**src/hw/pipeCtrl_defines.svh**
```systemverilog
`ifndef PIPECTRL_DEFINES_SVH
`define PIPECTRL_DEFINES_SVH

// register number width, fixed by the instruction format
`define REG_ADDR_W 5

// hard-wired zero register
`define REG_ZERO {`REG_ADDR_W{1'b0}}

`endif

```
**src/hw/pipeCtrlPkg.sv**
```systemverilog
package pipeCtrlPkg;

	// instruction class as seen by the hazard logic
	typedef enum logic [1:0] {
		cmdOther = 2'b00,
		cmdJump  = 2'b01,
		cmdStore = 2'b10,
		cmdLoad  = 2'b11
	} cmdType;

	// bypass source for an E operand
	typedef enum logic [1:0] {
		fwdReg = 2'b00,
		fwdMem = 2'b01,
		fwdWb  = 2'b10
	} fwdSel;

	// data-cache access sequencing
	typedef enum logic {
		accIdle = 1'b0,
		accWait = 1'b1
	} accessState;

endpackage

```
**src/hw/stageTagIf.sv**
```systemverilog
`timescale 1ns/100ps
`include "pipeCtrl_defines.svh"

interface stageTagIf import pipeCtrlPkg::*; ();

	// per-stage class, sources, destination and write enable
	cmdType dCmd, eCmd, mCmd, wCmd;
	logic [`REG_ADDR_W-1:0] dRs1, dRs2, dRd;
	logic [`REG_ADDR_W-1:0] eRs1, eRs2, eRd;
	logic [`REG_ADDR_W-1:0] mRs1, mRs2, mRd;
	logic [`REG_ADDR_W-1:0] wRs1, wRs2, wRd;
	logic dWe, eWe, mWe, wWe;

	modport driver (
		output dCmd, dRs1, dRs2, dRd, dWe,
		output eCmd, eRs1, eRs2, eRd, eWe,
		output mCmd, mRs1, mRs2, mRd, mWe,
		output wCmd, wRs1, wRs2, wRd, wWe
	);

	modport reader (
		input dCmd, dRs1, dRs2, dRd, dWe,
		input eCmd, eRs1, eRs2, eRd, eWe,
		input mCmd, mRs1, mRs2, mRd, mWe,
		input wCmd, wRs1, wRs2, wRd, wWe
	);

endinterface

```
**src/hw/stageTagPipe.sv**
```systemverilog
`timescale 1ns/100ps
`include "pipeCtrl_defines.svh"

module stageTagPipe import pipeCtrlPkg::*; (
	input logic clk,
	input logic reset,
	input cmdType decCmd,
	input logic [`REG_ADDR_W-1:0] decRs1,
	input logic [`REG_ADDR_W-1:0] decRs2,
	input logic [`REG_ADDR_W-1:0] decRd,
	input logic decWe,
	input logic freeze,
	input logic holdFront,
	input logic bubble,
	input logic flushD,
	input logic flushE,
	stageTagIf.driver tags
);

	// E gets a cleared tag on a bubble or a flush
	logic clearE;

	assign clearE = bubble || flushE;

	////////////////////////////////////////////////////////////
	// tag registers
	////////////////////////////////////////////////////////////

	always_ff @(posedge clk) begin
		if (reset) begin
			tags.dCmd <= cmdOther;
			tags.dRs1 <= '0;
			tags.dRs2 <= '0;
			tags.dRd  <= '0;
			tags.dWe  <= 1'b0;
			tags.eCmd <= cmdOther;
			tags.eRs1 <= '0;
			tags.eRs2 <= '0;
			tags.eRd  <= '0;
			tags.eWe  <= 1'b0;
			tags.mCmd <= cmdOther;
			tags.mRs1 <= '0;
			tags.mRs2 <= '0;
			tags.mRd  <= '0;
			tags.mWe  <= 1'b0;
			tags.wCmd <= cmdOther;
			tags.wRs1 <= '0;
			tags.wRs2 <= '0;
			tags.wRd  <= '0;
			tags.wWe  <= 1'b0;
		end else if (!freeze) begin
			// back end always advances when not frozen
			tags.wCmd <= tags.mCmd;
			tags.wRs1 <= tags.mRs1;
			tags.wRs2 <= tags.mRs2;
			tags.wRd  <= tags.mRd;
			tags.wWe  <= tags.mWe;
			tags.mCmd <= tags.eCmd;
			tags.mRs1 <= tags.eRs1;
			tags.mRs2 <= tags.eRs2;
			tags.mRd  <= tags.eRd;
			tags.mWe  <= tags.eWe;

			if (clearE) begin
				tags.eCmd <= cmdOther;
				tags.eRs1 <= '0;
				tags.eRs2 <= '0;
				tags.eRd  <= '0;
				tags.eWe  <= 1'b0;
			end else begin
				tags.eCmd <= tags.dCmd;
				tags.eRs1 <= tags.dRs1;
				tags.eRs2 <= tags.dRs2;
				tags.eRd  <= tags.dRd;
				tags.eWe  <= tags.dWe;
			end

			// flush beats hold, hold keeps D as it is
			if (flushD) begin
				tags.dCmd <= cmdOther;
				tags.dRs1 <= '0;
				tags.dRs2 <= '0;
				tags.dRd  <= '0;
				tags.dWe  <= 1'b0;
			end else if (!holdFront) begin
				tags.dCmd <= decCmd;
				tags.dRs1 <= decRs1;
				tags.dRs2 <= decRs2;
				tags.dRd  <= decRd;
				tags.dWe  <= decWe;
			end
		end
	end

	// only a jump may carry a write enable towards r0
	function automatic logic badZeroWrite(cmdType cmd, logic we,
		logic [`REG_ADDR_W-1:0] rd);
		return we && (rd == `REG_ZERO) && (cmd != cmdJump);
	endfunction

	zeroWriteOnlyJump: assert property (@(posedge clk) disable iff (reset)
		!(badZeroWrite(tags.dCmd, tags.dWe, tags.dRd) ||
		  badZeroWrite(tags.eCmd, tags.eWe, tags.eRd) ||
		  badZeroWrite(tags.mCmd, tags.mWe, tags.mRd) ||
		  badZeroWrite(tags.wCmd, tags.wWe, tags.wRd)))
		else $error("stageTagPipe: non-jump tag writes the zero register");

endmodule

```
**src/hw/dataAccessFsm.sv**
```systemverilog
`timescale 1ns/100ps

module dataAccessFsm import pipeCtrlPkg::*; (
	input logic clk,
	input logic reset,
	stageTagIf.reader tags,
	input logic dAck,
	output logic dReq,
	output logic memBusy
);

	accessState state;
	accessState stateNext;
	logic memInM;

	assign memInM = (tags.mCmd == cmdLoad) || (tags.mCmd == cmdStore);

	////////////////////////////////////////////////////////////
	// request sequencing
	////////////////////////////////////////////////////////////

	always_comb begin
		stateNext = state;
		dReq = 1'b0;
		memBusy = 1'b0;
		unique case (state)
			accIdle: begin
				// ack is not looked at here
				if (memInM) begin
					dReq = 1'b1;
					memBusy = 1'b1;
					stateNext = accWait;
				end
			end
			accWait: begin
				// release M in the ack cycle itself
				if (dAck) begin
					stateNext = accIdle;
				end else begin
					memBusy = 1'b1;
				end
			end
		endcase
	end

	always_ff @(posedge clk) begin
		if (reset) begin
			state <= accIdle;
		end else begin
			state <= stateNext;
		end
	end

	reqOnlyFromIdle: assert property (@(posedge clk) disable iff (reset)
		dReq |-> state == accIdle)
		else $error("dataAccessFsm: dReq outside accIdle");

	// the freeze during issue keeps the same M tag from issuing twice in a row
	noBackToBackReq: assert property (@(posedge clk) disable iff (reset)
		dReq |=> !dReq)
		else $error("dataAccessFsm: adjacent dReq pulses");

endmodule

```
**src/hw/forwardUnit.sv**
```systemverilog
`timescale 1ns/100ps
`include "pipeCtrl_defines.svh"

module forwardUnit import pipeCtrlPkg::*; (
	stageTagIf.reader tags,
	output fwdSel fwdA,
	output fwdSel fwdB,
	output logic fwdStore
);

	// M wins over W, r0 never bypasses
	function automatic fwdSel pickSrc(logic [`REG_ADDR_W-1:0] rs);
		fwdSel sel;
		sel = fwdReg;
		if (rs != `REG_ZERO) begin
			if (tags.mWe && (rs == tags.mRd)) begin
				sel = fwdMem;
			end else if (tags.wWe && (rs == tags.wRd)) begin
				sel = fwdWb;
			end
		end
		return sel;
	endfunction

	////////////////////////////////////////////////////////////
	// operand and store-data bypass
	////////////////////////////////////////////////////////////

	always_comb begin
		fwdA = pickSrc(tags.eRs1);
		fwdB = pickSrc(tags.eRs2);
	end

	// load result in W feeding the store data still sitting in M
	assign fwdStore = (tags.mCmd == cmdStore) && (tags.wCmd == cmdLoad) &&
		(tags.wRd != `REG_ZERO) && (tags.wRd == tags.mRs2);

	always_comb begin
		zeroSrcFromReg: assert (
			((tags.eRs1 != `REG_ZERO) || (fwdA == fwdReg)) &&
			((tags.eRs2 != `REG_ZERO) || (fwdB == fwdReg)))
			else $error("forwardUnit: r0 operand takes a bypass path");
	end

endmodule

```
**src/hw/stallFlushUnit.sv**
```systemverilog
`timescale 1ns/100ps
`include "pipeCtrl_defines.svh"

module stallFlushUnit import pipeCtrlPkg::*; (
	stageTagIf.reader tags,
	input logic iReady,
	input logic memBusy,
	input logic mispredict,
	output logic freeze,
	output logic holdFront,
	output logic bubble,
	output logic flushD,
	output logic flushE
);

	logic loadUse;
	logic jumpWait;
	logic hazard;

	////////////////////////////////////////////////////////////
	// hazard detection
	////////////////////////////////////////////////////////////

	// load result not ready for the instruction behind it
	always_comb begin
		loadUse = (tags.eCmd == cmdLoad) && (tags.eRd != `REG_ZERO) &&
			((tags.eRd == tags.dRs1) || (tags.eRd == tags.dRs2));
	end

	// jump in D waits out a pending register write in W
	always_comb begin
		jumpWait = (tags.dCmd == cmdJump) && tags.wWe && (tags.wRd != `REG_ZERO);
	end

	assign hazard = loadUse || jumpWait;

	////////////////////////////////////////////////////////////
	// control outputs
	////////////////////////////////////////////////////////////

	// either side not ready stops every stage
	assign freeze = !iReady || memBusy;

	always_comb begin
		flushD = 1'b0;
		flushE = 1'b0;
		holdFront = 1'b0;
		bubble = 1'b0;
		if (!freeze) begin
			if (mispredict) begin
				// wrong-path work in D and E is dropped
				flushD = 1'b1;
				flushE = 1'b1;
			end else if (hazard) begin
				holdFront = 1'b1;
				bubble = 1'b1;
			end
		end
	end

	always_comb begin
		flushNotFrozen: assert (!(flushD && freeze))
			else $error("stallFlushUnit: flush while pipeline frozen");
	end

endmodule

```
**src/hw/pipeCtrlTop.sv**
```systemverilog
`timescale 1ns/100ps
`include "pipeCtrl_defines.svh"

module pipeCtrlTop import pipeCtrlPkg::*; (
	input logic clk,
	input logic reset,
	input cmdType decCmd,
	input logic [`REG_ADDR_W-1:0] decRs1,
	input logic [`REG_ADDR_W-1:0] decRs2,
	input logic [`REG_ADDR_W-1:0] decRd,
	input logic decWe,
	input logic iReady,
	input logic mispredict,
	input logic dAck,
	output fwdSel fwdA,
	output fwdSel fwdB,
	output logic fwdStore,
	output logic dReq,
	output logic freeze,
	output logic holdFront,
	output logic bubble,
	output logic flushD,
	output logic flushE,
	output cmdType memCmd,
	output logic [`REG_ADDR_W-1:0] wbRd,
	output logic wbWe
);

	logic memBusy;

	stageTagIf u_tags ();

	stageTagPipe u_stageTagPipe (
		.clk(clk),
		.reset(reset),
		.decCmd(decCmd),
		.decRs1(decRs1),
		.decRs2(decRs2),
		.decRd(decRd),
		.decWe(decWe),
		.freeze(freeze),
		.holdFront(holdFront),
		.bubble(bubble),
		.flushD(flushD),
		.flushE(flushE),
		.tags(u_tags.driver)
	);

	dataAccessFsm u_dataAccessFsm (
		.clk(clk),
		.reset(reset),
		.tags(u_tags.reader),
		.dAck(dAck),
		.dReq(dReq),
		.memBusy(memBusy)
	);

	forwardUnit u_forwardUnit (
		.tags(u_tags.reader),
		.fwdA(fwdA),
		.fwdB(fwdB),
		.fwdStore(fwdStore)
	);

	stallFlushUnit u_stallFlushUnit (
		.tags(u_tags.reader),
		.iReady(iReady),
		.memBusy(memBusy),
		.mispredict(mispredict),
		.freeze(freeze),
		.holdFront(holdFront),
		.bubble(bubble),
		.flushD(flushD),
		.flushE(flushE)
	);

	// M class and W write controls for the datapath
	assign memCmd = u_tags.mCmd;
	assign wbRd = u_tags.wRd;
	assign wbWe = u_tags.wWe;

endmodule

```
**config.mk**
```make
export PLATFORM = sky130hd
export DESIGN_NAME = pipeCtrlTop
export DESIGN_NICKNAME = d
export VERILOG_FILES = /design/src/hw/pipeCtrlPkg.sv /design/src/hw/stageTagIf.sv /design/src/hw/stageTagPipe.sv /design/src/hw/dataAccessFsm.sv /design/src/hw/forwardUnit.sv /design/src/hw/stallFlushUnit.sv /design/src/hw/pipeCtrlTop.sv
export VERILOG_INCLUDE_DIRS = /design/src /design/src/hw
export SDC_FILE = /design/constraint.sdc
export NUM_CORES = 1
export LEC_CHECK = 0
export BUFFER_PORTS_ARGS = -buffer_cell sky130_fd_sc_hd__buf_2
export CORE_MARGIN = 5
export CORE_UTILIZATION = 40
export DETAILED_ROUTE_END_ITERATION = 10
export MAX_ROUTING_LAYER = met4
export SETUP_SLACK_MARGIN = 0.5
export SLEW_MARGIN = 5
export SYNTH_ARGS = -nofsm -noshare
export SYNTH_HDL_FRONTEND = slang
export SYNTH_HIERARCHICAL = 1
export SYNTH_SLANG_ARGS = --single-unit
```
**constraint.sdc**
```tcl
create_clock -name clk -period 2.47 [get_ports clk]
set_input_delay 0.247 -clock clk [delete_from_list [all_inputs] [get_ports clk]]
set_output_delay 0.247 -clock clk [all_outputs]
set_load 0.01 [all_outputs]
```
==> impl.org <==
** Run status
- The flow ran to the end, and the final reports show no timing, DRC or antenna violations.

** Worst hold path
- The min-delay analysis places its worst path in the category primary input to register.
- Counting instances, the worst hold path has a depth of 3.

** Global route
- Global-route wire length before repair :: 11000 um
- Grt total ovfl :: 0
- The number of global-route vias before repair is 2244.
- Pin count of the biggest net entering global routing :: 53
- Antenna violations before repair :: 0
- Global routing used 16.6% of the available tracks.

** Timing
- Minimum clock period :: 1.99 ns
- Summed over all failing endpoints, the final setup total negative slack is 0 ns.
- Setup violations remaining at the end of the flow were counted as 0.
- Across the routed clock network, the largest skew measured is 0.0101 ns.
- The worst pin sits at a relative slew slack of 60.5%.
- Across all hold checks on the routed design, the worst slack comes to 0.152 ns.
- The number of hold violations in the final report was 0.
- The final-report max-slew violation count was 0.
- After layout, the worst setup slack is 0.480 ns.
- Worst slew pin tran :: 0.591 ns
- Dividing the final minimum period by the clock period gives 80.6%.
- Highest achievable clock rate :: 0.502 GHz
- Setup repair after global routing could not meet its margin everywhere.

** Detailed routing
- Detailed-route wire length per cell :: 15.6 um
- In the routed design, unresolved DRC markers number 0.
- Vias after detailed routing :: 2296
- The first TritonRoute pass finished after 4 iterations.
- The first routing iteration left 84 violations.
- Once detail routing completed, the nets flagged for antenna violations numbered 0.
- In the routed layout, each cell is associated on average with a via count of 5.18.
- After detailed routing, the total wire length is 6890 um.

** Floorplanning
- Once the floorplan was initialized, standard cells occupied 40.3% of the core.
- Chip Height :: 92.0 um
- Die width :: 92.0 um
- Core region area :: 6680 um^2
- Row generation in the floorplan step produced 30 rows.
- Die area :: 8470 um^2
- 42 I/O pins were placed.

** Clock tree
- CTS tree :: done
- Clock transition time at the flip-flop clock pins of the worst setup and hold paths :: 0.07 ns
- Clock latency on the worst-skew pair, taken at its later pin, is 0.33 ns.
- Clk buf depth :: 2
- Root buffer cell :: sky130_fd_sc_hd__clkbuf_8
- The number of clock buffers added by TritonCTS is 9.
- In this run the number of H-tree levels came out at 3.
- The clock drives 58 sinks.
- Buffers inserted to repair hold after CTS numbered 0.

** Critical path
- Startpoint Class :: register
- Worst path arrival time :: 1.74 ns
- In this run the register-to-register setup slack is 0.48 ns.
- STA classifies the critical path endpoint as an output port.
- CP endpoint :: holdFront
- In this run the critical register-to-register path is captured at u_stageTagPipe/tags.dRs1[1]$_SDFFE_PP0P_.
- Along the worst path, the maximum fanout reaches 7.
- At the worst endpoint, the required time is 2.22 ns.
- R2r worst-path depth :: 7
- Startpoint of the lowest-slack register-to-register path :: u_stageTagPipe/tags.eRd[2]$_SDFFE_PP0N_
- The setup path with the least slack is of type register to output port.
- Critical path launch point :: u_stageTagPipe/tags.eRd[2]$_SDFFE_PP0N_

** Finish
- Across the whole layout, storage elements account for 1180 um^2.
- Fraction of final layout cells sized beyond drive strength 1 :: 38.8%
- Compared with the post-synthesis result, the final layout area differs by 35.7%.
- The multi-input combinational cells in the finished layout cover a total of 1710 um^2.
- Final-stage net count :: 381
- Fill count :: 640
- Number of antenna cells inserted :: 0

** Power
- Power density normalized to cell area :: 624 nW/um^2
- Summed over all cells, the static leakage comes to 1.56 nW.
- The worst-case IR drop observed on VDD is 0.000321 V.

** Place
- Setup slack at placement :: 0.271 ns
- Detailed placement finished with a half-perimeter wire length of 4260 um.
- At the end of routability-driven placement, the weighted congestion stood at 0.794.
- Buffers placed on the I/O ports in this run total 41.

** Synthesis
- Yosys warning total :: 6
- Each instance of the synthesized netlist takes up on average 8.69 um^2.
- In this run the cell area of the synthesized design comes to 2690 um^2.
- Mapped Nets :: 333
- Gate count after technology mapping :: 310

** Flow run
- Max-cap violation count :: 0
==> sequential cells by signal, indices dropped and copies added, names as in the netlist <==
| signal | cells |
|---|---|
| u_dataAccessFsm/state | 1 |
| u_stageTagPipe/tags.dCmd | 2 |
| u_stageTagPipe/tags.dRd | 5 |
| u_stageTagPipe/tags.dRs1 | 5 |
| u_stageTagPipe/tags.dRs2 | 5 |
| u_stageTagPipe/tags.dWe | 1 |
| u_stageTagPipe/tags.eCmd | 2 |
| u_stageTagPipe/tags.eRd | 5 |
| u_stageTagPipe/tags.eRs1 | 5 |
| u_stageTagPipe/tags.eRs2 | 5 |
| u_stageTagPipe/tags.eWe | 1 |
| u_stageTagPipe/tags.mCmd | 2 |
| u_stageTagPipe/tags.mRd | 5 |
| u_stageTagPipe/tags.mRs2 | 5 |
| u_stageTagPipe/tags.mWe | 1 |
| u_stageTagPipe/tags.wCmd | 2 |
| u_stageTagPipe/tags.wRd | 5 |
| u_stageTagPipe/tags.wWe | 1 |
==> layout make-up <==
type | count | area share [%]
clock buffer | 11 | 3.59
clock inverter | 5 | 2.81
inverter | 2 | 0.205
multi-input combinational | 229 | 46.8
sequential | 58 | 32.2
tap | 80 | 2.74
timing repair buffer | 58 | 11.6
==> per-layer routing <==
metal,global-route usage [%],share of wire [%]
met1,22.2,49
met2,24.6,47
met5,-,0
met3,3.20,3.2
met4,6.68,0.86
==> through the flow <==
| step | cells | instance area (um^2) | total power, mW | util (%) |
|---|---|---|---|---|
| 3_5_place_dp | 414 | 2950 | 1.17 | 44.1 |
| 6_report | 443 | 3650 | 2.28 | 54.7 |
| 4_1_cts | 435 | 3290 | 2.23 | 49.2 |
| 3_3_place_gp | 414 | 2950 | 1.17 | 44.1 |
| 2_1_floorplan | 310 | 2730 | 1.13 | - |
| 5_1_grt | 443 | 3650 | 2.37 | 54.7 |
==> worst min-delay path by stage <==
stage / slack [ns] / end / start
global placement: 0.45 / u_stageTagPipe/tags.eWe$_SDFFE_PP0N_ / u_stageTagPipe/tags.eWe$_SDFFE_PP0N_
CTS: 0.15 / u_stageTagPipe/tags.dRs2[0]$_SDFFE_PP0P_ / decRs2[0]
floorplan: 0.31 / u_dataAccessFsm/state$_SDFF_PP0_ / reset
finish: 0.15 / u_stageTagPipe/tags.dRs2[4]$_SDFFE_PP0P_ / decRs2[4]
detailed placement: 0.47 / u_stageTagPipe/tags.eWe$_SDFFE_PP0N_ / u_stageTagPipe/tags.eWe$_SDFFE_PP0N_
global route: 0.14 / u_stageTagPipe/tags.dRs2[4]$_SDFFE_PP0P_ / decRs2[4]
==> cells in the final DEF (no fill, tap or decap), types with 3 or more instances in the layout <==
| cell type | instances |
|---|---|
| sky130_fd_sc_hd__dfxtp_1 | 48 |
| sky130_fd_sc_hd__buf_2 | 39 |
| sky130_fd_sc_hd__nor2_1 | 27 |
| sky130_fd_sc_hd__nand2_1 | 23 |
| sky130_fd_sc_hd__mux2i_1 | 21 |
| sky130_fd_sc_hd__a21oi_1 | 20 |
| sky130_fd_sc_hd__xor2_1 | 19 |
| sky130_fd_sc_hd__a21oi_2 | 18 |
| sky130_fd_sc_hd__nand3b_1 | 18 |
| sky130_fd_sc_hd__xnor2_1 | 15 |
| sky130_fd_sc_hd__nand2_4 | 13 |
| sky130_fd_sc_hd__clkbuf_8 | 10 |
| sky130_fd_sc_hd__o21ai_1 | 10 |
| sky130_fd_sc_hd__buf_4 | 9 |
| sky130_fd_sc_hd__dfxtp_2 | 8 |
| sky130_fd_sc_hd__o21ai_2 | 7 |
| sky130_fd_sc_hd__buf_6 | 5 |
| sky130_fd_sc_hd__bufinv_16 | 3 |
| sky130_fd_sc_hd__or4_1 | 3 |
| sky130_fd_sc_hd__nand3_1 | 3 |
==> where the power goes <==
group          internal [mW]  switching, mW  leakage (nW)  total (mW)
Combinational          0.115          0.132         0.972       0.247
Clock                  0.670          0.378         0.114        1.05
Sequential             0.959         0.0277         0.476       0.987
Total                   1.74          0.538          1.56        2.28
==> worst max-delay path, cell delays in order, from the launching register on <==
cell                        delay [ns]
sky130_fd_sc_hd__dfxtp_4          0.36
sky130_fd_sc_hd__or4_4            0.55
sky130_fd_sc_hd__o2111ai_4        0.22
sky130_fd_sc_hd__o22ai_4          0.14
sky130_fd_sc_hd__buf_6            0.15
==> what timing repair did <==
| item | CTS | global route |
|---|---|---|
| pin swaps | 4 | 30 |
| cloned | 0 | 4 |
| buffers inserted | 5 | 4 |
| endpoints found under the setup margin | 43 | 60 |
| resized for setup | 14 | 80 |
No activity file was read; power rests on OpenSTA's default activity.
